## config.mk

```make
export PLATFORM = sky130hd
export DESIGN_NAME = lsu_load_align
export DESIGN_NICKNAME = d
export VERILOG_FILES = /design/src/rtl/lsu_pkg.sv /design/src/rtl/lsu_load_align.sv
export VERILOG_INCLUDE_DIRS = /design/src /design/src/rtl
export SDC_FILE = /design/constraint.sdc
export NUM_CORES = 1
export LEC_CHECK = 0
export BUFFER_PORTS_ARGS = -buffer_cell sky130_fd_sc_hd__buf_2
export CAP_MARGIN = 10
export CORE_MARGIN = 5
export CORE_UTILIZATION = 40
export DETAILED_ROUTE_END_ITERATION = 6
export PLACE_DENSITY = 0.8
export SYNTH_ARGS = -nofsm -noshare
export SYNTH_HDL_FRONTEND = slang
export SYNTH_SLANG_ARGS = --single-unit
export TNS_END_PERCENT = 20
```

## constraint.sdc

```tcl
create_clock -name vclk -period 1.6
set_clock_uncertainty 0.05 [all_clocks]
set_input_delay 0.08 -clock vclk [all_inputs]
set_output_delay 0.08 -clock vclk [all_outputs]
set_load 0.05 [all_outputs]
```

## src/rtl/lsu_defines.svh

```systemverilog
`ifndef LSU_DEFINES_SVH
`define LSU_DEFINES_SVH

// data and address width
`define LSU_XLEN 32

// sram depth in words, indexed by address bits 9:2
`define LSU_MEM_WORDS 256

// cycles from load strobe to arvalid (at least 2)
`define LSU_AR_DELAY 3

// cycles from read address handshake to rready (at least 2)
`define LSU_R_DELAY 7

`endif
```

## src/rtl/lsu_pkg.sv

```systemverilog
`include "lsu_defines.svh"

package lsu_pkg;

    typedef logic [`LSU_XLEN-1:0]   addr_t;  // byte address
    typedef logic [`LSU_XLEN-1:0]   word_t;
    typedef logic [`LSU_XLEN/8-1:0] strb_t;  // one bit per byte lane

    // encodings follow the core's memory read control
    typedef enum logic [2:0] {
        LD_NONE = 3'd0,
        LD_LB   = 3'd1,
        LD_LBU  = 3'd2,
        LD_LH   = 3'd3,
        LD_LHU  = 3'd4,
        LD_LW   = 3'd5
    } load_op_t;

    typedef enum logic [2:0] {
        RD_IDLE,
        RD_WAIT_AR,  // counting down to arvalid
        RD_ADDR,
        RD_WAIT_R,   // counting down to rready
        RD_DATA
    } rd_state_t;

    typedef enum logic [1:0] {
        WR_IDLE,
        WR_REQ,
        WR_RESP
    } wr_state_t;

endpackage

```

## src/rtl/lsu_load_align.sv

```systemverilog
`include "lsu_defines.svh"

module lsu_load_align import lsu_pkg::*; (
    input  word_t      ld_word,
    input  logic [1:0] ld_offset,
    input  load_op_t   ld_kind,
    output word_t      rd_data
);

    word_t shifted;

    // addressed byte moves down to lane 0
    assign shifted = ld_word >> {ld_offset, 3'b000};

    always_comb begin
        case (ld_kind)
            LD_LB: begin
                rd_data = {{(`LSU_XLEN-8){shifted[7]}}, shifted[7:0]};
            end
            LD_LBU: begin
                rd_data = {{(`LSU_XLEN-8){1'b0}}, shifted[7:0]};
            end
            LD_LH: begin
                rd_data = {{(`LSU_XLEN-16){shifted[15]}}, shifted[15:0]};
            end
            LD_LHU: begin
                rd_data = {{(`LSU_XLEN-16){1'b0}}, shifted[15:0]};
            end
            LD_LW: begin
                rd_data = shifted;   // offset 0 expected for words
            end
            default: begin
                rd_data = '0;
            end
        endcase
    end

endmodule

```

==> impl_metrics.csv <==
group,metric,value,unit
die,die-area,3070,um2
route,routed_via_density,5.90,
timing,tightestPinTransition,0.498,ns
die,die-height,55.4,um
timing,finalSetupViolCount,0,
critical_path,cp_num_buf_inv,5,
critical_path,worstSetupPathType,"in2out",
critical_path,crit_path_frequent_cell,"buf_4",
global_route,antenna_found_initial,0,
route,num_vias,1179,
job,maxCapViolCount,0,
timing,max_freq,649,MHz
power_and_ir_drop,p_leak,0.682,nW
global_route,grt_pass1_vias,1148,
global_route,grt_pass1_wl,5.07,mm
layout,final_nets,212,
timing,maxSlewViolCount,0,
global_route,grt_max_degree,31,
die,dieWidth,55.4,um
layout,area_delta_synth_final,60.5,%
layout,seqCellArea,0,um2
route,ant_nets,0,
route,first_iter_violations,19,
timing,rsz0062_at_grt,"true",
place,gp_congestion,0.900,
route,remaining_drc_errors,0,
die,rows,16,
clock_network,postCtsHoldBufs,0,
die,boundaryPins,69,
synthesis,synth_nets,138,
route,wl_per_cell,15.9,um
critical_path,worstPathArrival,1.41,ns
global_route,grt-ovfl-total,0,
timing,setup_slack,0.0595,ns
timing,hold_violations,0,
place,io_buffers,69,
critical_path,startpoint_type,"input pin",
place,post-place-ws,-0.0288,ns
layout,final_common_cell,"buf_2",
timing,timing.final.crit_share,96.3,%
min_path,hold-path-cell-count,3,
power_and_ir_drop,power,643,uW
min_path,hold_end,"rd_data[27]",
synthesis,synthTopCellsByArea,"mux2i_1 18%, a211oi_1 13%, a2bb2o_1 8.5%, nor2b_1 8.3%, a2bb2oi_1 7.4%",
critical_path,cp.required,1.47,ns
place,dpl.hpwl,2.45,mm
timing,min_period,1.54,ns
synthesis,syn_area_per_cell,8.18,um2
synthesis,synth_seq_area_share,0,%
power_and_ir_drop,p_per_area,486,nW/um2
timing,maxSlewHeadroom,66.7,%
critical_path,cp_top_family,"buffers and inverters",
layout,clockBufferCount,0,
layout,nFlopsAndLatches,0,
layout,final_cell_mix,"56 x buf_2, 21 x buf_4, 15 x mux2i_1",
synthesis,ys_warn_count,0,
route,drt-total-wl,3.18,mm
critical_path,path_cells,"buf_2, buf_4, buf_12, nor2b_1, buf_4, a2bb2oi_1, o21ai_0, buf_4",
synthesis,synth_cells,101,
critical_path,cp_slowest_stage_delay,0.24,ns
synthesis,synth_largest_area_cell,"mux2i_1",
power_and_ir_drop,ir_worst_vdd,0.256,mV
min_path,min_from,"ld_word[27]",
global_route,grt_use_total,18.6,%
critical_path,critPathMaxFanout,30,
layout,antennaDiodeCount,0,
layout,final_layout_size_suffix_gt1_share,57.2,%
status,status,"finished clean",
synthesis,synth_area,826,um2
die,start_util,42.1,%
critical_path,cp-end-kind,"output port",
synthesis,synth_cell_types,27,
synthesis,synth.top_cell.area_share,18.2,%
die,core,1960,um2
min_path,hp-class,"in2out",
critical_path,slowest_stage,"buf_4",
route,drt-pass1-iter-count,4,
[worst max path at each step]
stage	start	endpoint	cells past startpoint
global placement	ld_offset[0]	rd_data[27]	5
finish	ld_offset[0]	rd_data[11]	8
CTS	ld_offset[0]	rd_data[30]	5
floorplan	ld_offset[0]	rd_data[1]	5
detailed placement	ld_offset[0]	rd_data[30]	5
global route	ld_offset[0]	rd_data[11]	8
[stage by stage]
step / std cells / hold WS [ns] / util (%) / setup TNS (ns) / cell area, um2
after floorplan: 101 / 0.305 / - / -3.94 / 846
after global placement: 196 / 0.572 / 63.5 / 0 / 1250
after detailed placement: 196 / 0.579 / 63.5 / -0.162 / 1250
after CTS: 196 / 0.523 / 64.5 / -0.00565 / 1260
after global routing: 200 / 0.540 / 67.5 / -0.0181 / 1330
final: 200 / 0.524 / 67.5 / 0 / 1330
[layer usage]
metal,global-route usage (%),up-vias,wire (um)
met5,0,-,0
met4,2.08,0,25
li1,-,564,-
met3,4.43,4,286
met2,34.5,64,1540
met1,22.0,547,1320
[cells in the mapped netlist (all sizes together)]
master,n
nor2b,11
mux2,3
o21ai,7
buf,9
mux2i,15
o22ai,10
a2bb2o,8
a21o,1
or2,1
o221ai,1
inv,1
nor3,1
nand3b,1
a21boi,1
nand2,1
a211oi,14
nand4bb,1
nand2b,3
a2bb2oi,7
mux4,1
nor2,1
clkbuf,3
[power breakdown]
| part | internal [mW] | switching [mW] | total [mW] |
|---|---|---|---|
| clock network | 0 | 0 | 0 |
| logic | 0.226 | 0.418 | 0.643 |
| registers | 0 | 0 | 0 |
[cell families after synthesis]
logic type	count (synthesis)	share of synthesized area, %
buffers and inverters	13	9.39
AND/OR/NAND/NOR	20	15.2
AO/OA/AOI/OAI	49	49.5
multiplexers	19	25.9
[cell type report]
class                           instances  area, um2
Fill cell                             185        637
Timing Repair Buffer                   83        495
Tap cell                               27       33.8
Inverter                                1       3.75
Multi-Input combinational cell         89        792
[what timing repair did]
action	4_1_cts	5_1_grt
setup endpoints to repair	7	24
gates cloned	0	1
buffers inserted	0	3
resized for setup	8	11
endpoints found under the hold margin	0	0
pin swaps	0	2
Note: power is estimated with default switching activity, not from simulation.
