## src/rtl/lsu_defines.svh

```systemverilog
`ifndef LSU_DEFINES_SVH
`define LSU_DEFINES_SVH

// data and address width
`define LSU_XLEN 32

// sram depth in words, indexed by address bits 9:2
`define LSU_MEM_WORDS 256

// cycles from load strobe to arvalid (at least 2)
`define LSU_AR_DELAY 3

// cycles from read address handshake to rready (at least 2)
`define LSU_R_DELAY 7

`endif
```

## src/rtl/lsu_pkg.sv

```systemverilog
`include "lsu_defines.svh"

package lsu_pkg;

    typedef logic [`LSU_XLEN-1:0]   addr_t;  // byte address
    typedef logic [`LSU_XLEN-1:0]   word_t;
    typedef logic [`LSU_XLEN/8-1:0] strb_t;  // one bit per byte lane

    // encodings follow the core's memory read control
    typedef enum logic [2:0] {
        LD_NONE = 3'd0,
        LD_LB   = 3'd1,
        LD_LBU  = 3'd2,
        LD_LH   = 3'd3,
        LD_LHU  = 3'd4,
        LD_LW   = 3'd5
    } load_op_t;

    typedef enum logic [2:0] {
        RD_IDLE,
        RD_WAIT_AR,  // counting down to arvalid
        RD_ADDR,
        RD_WAIT_R,   // counting down to rready
        RD_DATA
    } rd_state_t;

    typedef enum logic [1:0] {
        WR_IDLE,
        WR_REQ,
        WR_RESP
    } wr_state_t;

endpackage

```

## src/rtl/lsu_axi_master.sv

```systemverilog
`include "lsu_defines.svh"

module lsu_axi_master import lsu_pkg::*; (
    input  logic       clk,
    input  logic       rst,
    input  logic       load_req,
    input  load_op_t   load_op,
    input  addr_t      load_addr,
    input  logic       store_req,
    input  addr_t      store_addr,
    input  word_t      store_data,
    input  strb_t      store_strb,
    output addr_t      araddr,
    output logic       arvalid,
    input  logic       arready,
    input  word_t      rdata,
    input  logic       rvalid,
    output logic       rready,
    output addr_t      awaddr,
    output logic       awvalid,
    input  logic       awready,
    output word_t      wdata,
    output strb_t      wstrb,
    output logic       wvalid,
    input  logic       wready,
    input  logic       bvalid,
    output logic       bready,
    output word_t      ld_word,
    output logic [1:0] ld_offset,
    output load_op_t   ld_kind,
    output logic       rd_finish,
    output logic       wr_finish
);

    localparam int CNT_W = $clog2(`LSU_R_DELAY > `LSU_AR_DELAY ? `LSU_R_DELAY : `LSU_AR_DELAY) + 1;

    rd_state_t        rd_state;
    logic [CNT_W-1:0] rd_cnt;
    addr_t            rd_addr_q;
    load_op_t         req_kind;   // kind of the load in flight
    word_t            word_q;
    logic [1:0]       offset_q;
    load_op_t         kind_q;     // kind of the last completed load
    logic             ar_hs;
    logic             r_hs;

    wr_state_t        wr_state;
    addr_t            wr_addr_q;
    word_t            wr_data_q;
    strb_t            wr_strb_q;
    logic             awvalid_q;
    logic             wvalid_q;
    logic             aw_hs;
    logic             w_hs;
    logic             b_hs;

    assign ar_hs = arvalid && arready;
    assign r_hs  = rvalid && rready;

    assign araddr    = rd_addr_q;
    assign arvalid   = (rd_state == RD_ADDR);
    assign rready    = (rd_state == RD_DATA);
    assign rd_finish = r_hs;

    // bypass so rd_data is already valid in the handshake cycle
    assign ld_word   = r_hs ? rdata : word_q;
    assign ld_offset = r_hs ? rd_addr_q[1:0] : offset_q;
    assign ld_kind   = r_hs ? req_kind : kind_q;

    always_ff @(posedge clk) begin
        if (rst) begin
            rd_state <= RD_IDLE;
            rd_cnt   <= '0;
            kind_q   <= LD_NONE;   // keeps rd_data at zero until first load
        end else begin
            case (rd_state)
                RD_IDLE: begin
                    if (load_req) begin
                        rd_cnt   <= CNT_W'(`LSU_AR_DELAY - 2);
                        rd_state <= RD_WAIT_AR;
                    end
                end
                RD_WAIT_AR: begin
                    if (rd_cnt == '0) rd_state <= RD_ADDR;
                    else rd_cnt <= rd_cnt - 1'b1;
                end
                RD_ADDR: begin
                    if (ar_hs) begin
                        rd_cnt   <= CNT_W'(`LSU_R_DELAY - 2);
                        rd_state <= RD_WAIT_R;
                    end
                end
                RD_WAIT_R: begin
                    if (rd_cnt == '0) rd_state <= RD_DATA;
                    else rd_cnt <= rd_cnt - 1'b1;
                end
                RD_DATA: begin
                    if (r_hs) begin
                        kind_q   <= req_kind;
                        rd_state <= RD_IDLE;
                    end
                end
                default: rd_state <= RD_IDLE;
            endcase
        end
    end

    always_ff @(posedge clk) begin
        if (rd_state == RD_IDLE && load_req) begin
            rd_addr_q <= load_addr;
            req_kind  <= load_op;
        end
        if (r_hs) begin
            word_q   <= rdata;
            offset_q <= rd_addr_q[1:0];
        end
    end

    assign aw_hs = awvalid && awready;
    assign w_hs  = wvalid && wready;
    assign b_hs  = bvalid && bready;

    assign awaddr    = wr_addr_q;
    assign wdata     = wr_data_q;
    assign wstrb     = wr_strb_q;
    assign awvalid   = awvalid_q;
    assign wvalid    = wvalid_q;
    assign bready    = !rst;   // response always accepted
    assign wr_finish = (wr_state == WR_RESP) && b_hs;

    always_ff @(posedge clk) begin
        if (rst) begin
            wr_state  <= WR_IDLE;
            awvalid_q <= 1'b0;
            wvalid_q  <= 1'b0;
        end else begin
            case (wr_state)
                WR_IDLE: begin
                    if (store_req) begin
                        awvalid_q <= 1'b1;
                        wvalid_q  <= 1'b1;
                        wr_state  <= WR_REQ;
                    end
                end
                WR_REQ: begin
                    // each channel drops its valid on its own handshake
                    if (aw_hs) awvalid_q <= 1'b0;
                    if (w_hs) wvalid_q <= 1'b0;
                    if ((aw_hs || !awvalid_q) && (w_hs || !wvalid_q)) wr_state <= WR_RESP;
                end
                WR_RESP: begin
                    if (b_hs) wr_state <= WR_IDLE;
                end
                default: wr_state <= WR_IDLE;
            endcase
        end
    end

    always_ff @(posedge clk) begin
        if (wr_state == WR_IDLE && store_req) begin
            wr_addr_q <= store_addr;
            wr_data_q <= store_data;  // already lane aligned by the issuer
            wr_strb_q <= store_strb;
        end
    end

endmodule

```

## config.mk

```make
export PLATFORM = sky130hd
export DESIGN_NAME = lsu_axi_master
export DESIGN_NICKNAME = d
export VERILOG_FILES = /design/src/rtl/lsu_pkg.sv /design/src/rtl/lsu_axi_master.sv
export VERILOG_INCLUDE_DIRS = /design/src /design/src/rtl
export SDC_FILE = /design/constraint.sdc
export NUM_CORES = 1
export LEC_CHECK = 0
export ABC_AREA = 1
export BUFFER_PORTS_ARGS = -buffer_cell sky130_fd_sc_hd__buf_4
export CAP_MARGIN = 20
export CORE_MARGIN = 8
export CORE_UTILIZATION = 44
export DETAILED_ROUTE_END_ITERATION = 8
export PLACE_DENSITY_LB_ADDON = 0.12
export SKIP_CTS_REPAIR_TIMING = 1
export SLEW_MARGIN = 15
export SYNTH_ARGS = -nofsm -noshare
export SYNTH_HDL_FRONTEND = slang
export SYNTH_SLANG_ARGS = --single-unit
```

## constraint.sdc

```tcl
create_clock -name clk -period 7.3 [get_ports clk]
set_clock_uncertainty 0.2 [all_clocks]
set_input_delay 1.46 -clock clk [delete_from_list [all_inputs] [get_ports clk]]
set_output_delay 1.46 -clock clk [all_outputs]
set_load 0.01 [all_outputs]
```

==> out/results.ini, run 1 <==
[placement]
gp_congestion=0.7988
dp.final_hpwl_mm=11.88
port_buffers=287
placed_cells=800
pre_cts_slack_ps=2089

[clocking]
clk_latency_ps=410
numCtsBuffers=17
cts.htree.levels=4
cts_tree=done
clk_pin_slew_ps=60
clockBufferDepth=2
cts_root_buf=clkbuf_16
cts_sinks=151

[grt]
antenna_found_initial=0
gr-usage-all-layers_pct=18.78
grt_pass1_wl_mm=21.16
grt_max_degree=69
grt_pass1_vias=3770
overflow=0

[worst_setup_path]
crit_path_start=rvalid
crit_arrival_ps=3460
crit_chain=buf_4, nand3_2, inv_2, nand2_1, nand2_1, buf_4
crit_fanout=41
critPathSlowestCell=inv_2
path_class=input pin to output pin
rr_worst_depth=4
cp_slowest_stage_delay_ps=860
startpoint_type=input pin
end_kind=output pin
timing.rr.start=rd_state[2]
critPathRequiredTime_ps=5640

[detailed_routing]
drc=0
drtIter0Drc=273
routed-via-count=3831
drt-pass1-iter-count=5
via_per_inst=4.605
ant_nets=0
drt-total-wl_mm=14.98
wire_per_inst_um=18.01

[sta]
max_freq_ghz=0.1954
finalSetupTns_ps=0
period_needed_ps=5117
tightestPinTransition_ps=848.6
slew-limit-headroom_pct=43.42
rsz0062_at_grt=no
hold_violations=0
whs_ps=255.3
drv_slew=0
min_period_over_period_pct=70.10
setup_slack_ps=2183
setup_viol=0

[synth]
synthAdderAreaFrac_pct=0.4903
synth_seq_area_share_pct=79.43
synth.distinct_cells=25
yosys_warnings=0
ys_top_cells_by_area=edfxtp_1, dfxtp_1, nand2_1
synth_cells=378
avgSynthCellArea_sq_um=13.50
synth-seq-cells=151
synth-xor-area-share_pct=0
muxShareOfSynthArea_pct=0
syn_nets=524
netlist_area_sq_um=5104
yosysTopAreaCell=edfxtp_1
synth_compound_area_share_pct=1.961
synth_common_cells=nand2_1, edfxtp_1, dfxtp_1, inv_1, nor2_1
async_flop_share_pct=0
synth_top_family_by_area=simple AND/OR/NAND/NOR gates
yosys.area.top_type_share_pct=60.60
yosys.area_share.simple_pct=13.68
synth.most_common_cell=nand2_1
synth_flop_cell=edfxtp_1
synth_edf_count=103

[final_layout]
drive_gt1_share_pct=49.35
finish.utilization_pct=69.65
num-nets-final=822
antenna_cells=0
area_growth_pct=55.16
stdcell_count=832

[floorplan]
die_area_sq_um=15300
start_util_pct=44.89
coreArea_sq_um=11370
design.portCount=288
die_width_um=123.7
fp.dieH_um=123.7
row_count=39

[power_and_ir_drop]
clockPowerShare_pct=29.5
cellLeakagePower_nw=3.676
vdd_drop_max_v=0.0002384
intPower_w=0.001999
power_frac_seq_pct=42.5
p_sw_share_pct=28.66
combinationalPowerShare_pct=28.0
netSwitchingPower_w=0.0008029
power.density_nw_per_um2=353.8

[run]
cap_violations=0

[hold_path]
hp-start=word_q[1]
hp-class=flop to flop
whs_path_depth=2

[run_status]
status=finished, final reports clean

-- critical path: cells and delay by family --
kind | cells | cell delay, ps
buffers and inverters | 3 | 1090
and+or+nand+nor | 3 | 890
-- flip-flops by register name (all words and copies together) (netlist names) --
name and cells:
rd_state 3, awaddr 32, offset_q 2, word_q 32
wr_state 2, kind_q 3, req_kind 3, wstrb 4
awvalid 1, rd_cnt 4, wvalid 1, araddr 32
wdata 32
-- layer usage --
metal	vias to the layer above	global-route usage, %	part of all wire, %
met5	-	0	0
met1	1756	18.96	34
met4	0	7.299	1.6
met2	207	32.94	51
met3	18	8.885	13
li1	1850	-	-
-- stage by stage --
| step | area [sq um] | power [W] |
|---|---|---|
| 2_1_floorplan | 5104 | 0.001586 |
| 3_3_place_gp | 7352 | 0.001982 |
| 3_5_place_dp | 7352 | 0.002004 |
| 4_1_cts | 7919 | 0.002836 |
| 5_1_grt | 7919 | 0.002950 |
| 6_report | 7919 | 0.002802 |
-- kinds of logic (layout without fill, tap and decap cells) --
kind of cell | after synthesis | count (layout)
adder cells (fa/ha/maj) | 2 | 2
AND/OR/NAND/NOR | 169 | 169
flip-flops | 151 | 151
AO/OA/AOI/OAI | 14 | 14
buffers and inverters | 42 | 353
-- placed cells by master (no fill, tap or decap) --
cell and count:
nand2_1 128, bufinv_16 2, inv_2 6, o21bai_1 1
nor2_1 15, nor2_4 1, clkbuf_8 2, o21ai_0 2
clkinvlp_4 2, clkinv_1 4, nand3_2 1, buf_4 289
nand4_1 1, clkinv_2 4, nor4_2 1, inv_1 25
a211oi_2 3, dfxtp_1 48, nor2_2 2, clkbuf_16 17
nand2_2 7, nand3_1 7, nor3_1 2, clkbuf_1 2
nand3b_1 1, o211ai_1 2, or2_2 3, edfxtp_1 103
a21oi_1 6, ha_1 2
-- power groups by stage --
stage | Clock [W] | Combinational [W] | Sequential (W)
2_1_floorplan | 0 | 0.000348 | 0.00124
3_3_place_gp | 0 | 0.000779 | 0.00120
3_5_place_dp | 0 | 0.000797 | 0.00121
4_1_cts | 0.000842 | 0.000802 | 0.00119
5_1_grt | 0.000878 | 0.000861 | 0.00121
6_report | 0.000828 | 0.000783 | 0.00119
-- area by class of cell --
| class | count | area, sq um |
|---|---|---|
| Clock buffer | 21 | 460.4 |
| Multi-Input combinational cell | 185 | 829.5 |
| Clock inverter | 11 | 106.4 |
| Fill cell | 815 | 3451 |
| Sequential cell | 151 | 4054 |
| Inverter | 32 | 120.1 |
| Timing Repair Buffer | 289 | 2170 |
| Tap cell | 143 | 178.9 |
-- worst paths after layout --
check,end,slack (ps)
max,ld_word[2],2180
min,word_q[1],260
min reg2reg,word_q[1],260
max reg2reg,word_q[2],4650
Note: power is estimated with default switching activity, not from simulation.
==> run 2, diff against run 1 <==
==> constraint.sdc (replaced) <==
create_clock -name clk -period 5.1 [get_ports clk]
set_clock_uncertainty 0.2 [all_clocks]
set_input_delay 1.02 -clock clk [delete_from_list [all_inputs] [get_ports clk]]
set_output_delay 1.02 -clock clk [all_outputs]
set_load 0.01 [all_outputs]
==> run 2 against run 1 <==
Clock power is 44% higher. Register-to-register slack worse by 1800 ps. Worst hold slack worse by 1.4 ps. Utilization grew 0.24 points. Power increased by 44%. Critical path depth rose by 1. Flip-flop and latch count unchanged. Design area increased by 0.35%. Sequential share of layout area down 0.18 points. Via count up 0.78%. Count of clock-buffer cells in the layout grew 4.
==> out/results.ini, run 2 (synthesized netlist as in run 1, its figures left out) <==
[placement]
dp.final_hpwl_mm=11.98
post_dp_cell_area_sq_um=7368
port_buffers=287
gp_congestion=0.7875

[detailed_routing]
ant_nets=0
drtIter0Drc=207
via_per_inst=4.635
wire_per_inst_um=18.31
routed-via-count=3861
drt-pass1-iter-count=4
drt-total-wl_mm=15.25
drc=0

[clocking]
cts_tree=done
clk_latency_ps=410
clockBufferDepth=2
cts_root_buf=clkbuf_16
clk_pin_slew_ps=50
numCtsBuffers=17
cts.htree.levels=4
cts_sinks=151

[grt]
met3_usage_pct=10.47
overflow=0
use_met2_pct=34.29
gr-usage-met1_pct=18.17
grt-busiest-layer=met2
antenna_found_initial=0
grt_max_degree=47
gr-usage-all-layers_pct=19.29
grt_pass1_vias=3943
grt_pass1_wl_mm=21.57

[sta]
min_period_over_period_pct=71.65
setup_viol=0
slew-limit-headroom_pct=37.34
tightestPinTransition_ps=938.6
finalSetupTns_ps=0
rsz0062_at_grt=no
hold_violations=0
period_needed_ps=3654
drv_slew=0
max_freq_ghz=0.2736

[worst_setup_path]
crit_fanout=41
cp_slowest_stage_delay_ps=570
end_kind=output pin
rr_worst_depth=4
cp.depth=7
startpoint_type=input pin
cp_common_cell=buf_4
critPathRequiredTime_ps=3880
crit_buf_inv=4
path_class=input pin to output pin
crit_arrival_ps=2430
crit_chain=buf_4, nand3_2, buf_4, inv_2, nand2_1, nand2_1, buf_4
critPathSlowestCell=inv_2
crit_family=buffers and inverters

[floorplan]
coreArea_sq_um=11370
row_count=39
die_area_sq_um=15300
start_util_pct=44.89
design.portCount=288
die_width_um=123.7
fp.dieH_um=123.7

[final_layout]
drive_gt1_share_pct=50.00
num-nets-final=823
finish.utilization_pct=69.89
area_growth_pct=55.70
fin_area_sq_um=7946
antenna_cells=0
final_common_cell=buf_4
most-common-layout-cells=buf_4, nand2_1, edfxtp_1

[power_and_ir_drop]
vdd_drop_max_v=0.0003745
intPower_w=0.002862
clockPowerShare_pct=29.6
p_sw_share_pct=28.92
netSwitchingPower_w=0.001164
cellLeakagePower_nw=3.705
power_frac_seq_pct=42.4
combinationalPowerShare_pct=28.1
power.density_nw_per_um2=506.7

[hold_path]
hp-class=flop to flop
whs_path_depth=2

[run_status]
status=finished, final reports clean

[run]
cap_violations=0

## run 2: through the flow
stage | hold slack (ps) | worst slack (ps) | instances | power, W
after floorplan | 255.0 | 1466 | 378 | 0.002269
after global placement | 236.3 | 1488 | 801 | 0.002838
after detailed placement | 240.7 | 1422 | 801 | 0.002872
after CTS | 254.0 | 1413 | 833 | 0.004072
after global routing | 278.8 | 1287 | 833 | 0.004231
final | 253.9 | 1446 | 833 | 0.004026
## run 2: per-layer routing
layer  vias to the layer above  part of all wire [%]  routed length [um]
met5                         -                     0                   0
met4                         0                   1.7                 265
met3                        18                    14                2083
met2                       207                    52                7920
met1                      1784                    33                4981
li1                       1852                     -                   -
## run 2: final timing paths
path,slack [ps],start,endpoint
hold / removal,250,word_q[0],word_q[0]
setup reg to reg,2880,wr_state[1],awaddr[24]
setup / recovery,1450,rvalid,ld_word[26]
hold reg to reg,250,word_q[0],word_q[0]
## run 2: cell type report
cell class,instances,area [sq um]
Timing Repair Buffer,290,2177
Fill cell,819,3423
Clock inverter,7,36.28
Tap cell,143,178.9
Multi-Input combinational cell,185,838.3
Inverter,32,120.1
Clock buffer,25,541.8
Sequential cell,151,4054
## run 2: worst register-to-register path, stage by stage (launching register included)
cell and delay, ps:
dfxtp_1 320, nor2_1 100, nand2_1 110, inv_2 700, buf_4 460
## run 2: power by group through the flow
stage | sequential, W | clock (W) | combinational (W)
after floorplan | 0.00177 | 0 | 0.000499
after global placement | 0.00172 | 0 | 0.00112
after detailed placement | 0.00173 | 0 | 0.00114
after CTS | 0.00171 | 0.00121 | 0.00115
after global routing | 0.00174 | 0.00126 | 0.00124
final | 0.00171 | 0.00119 | 0.00113
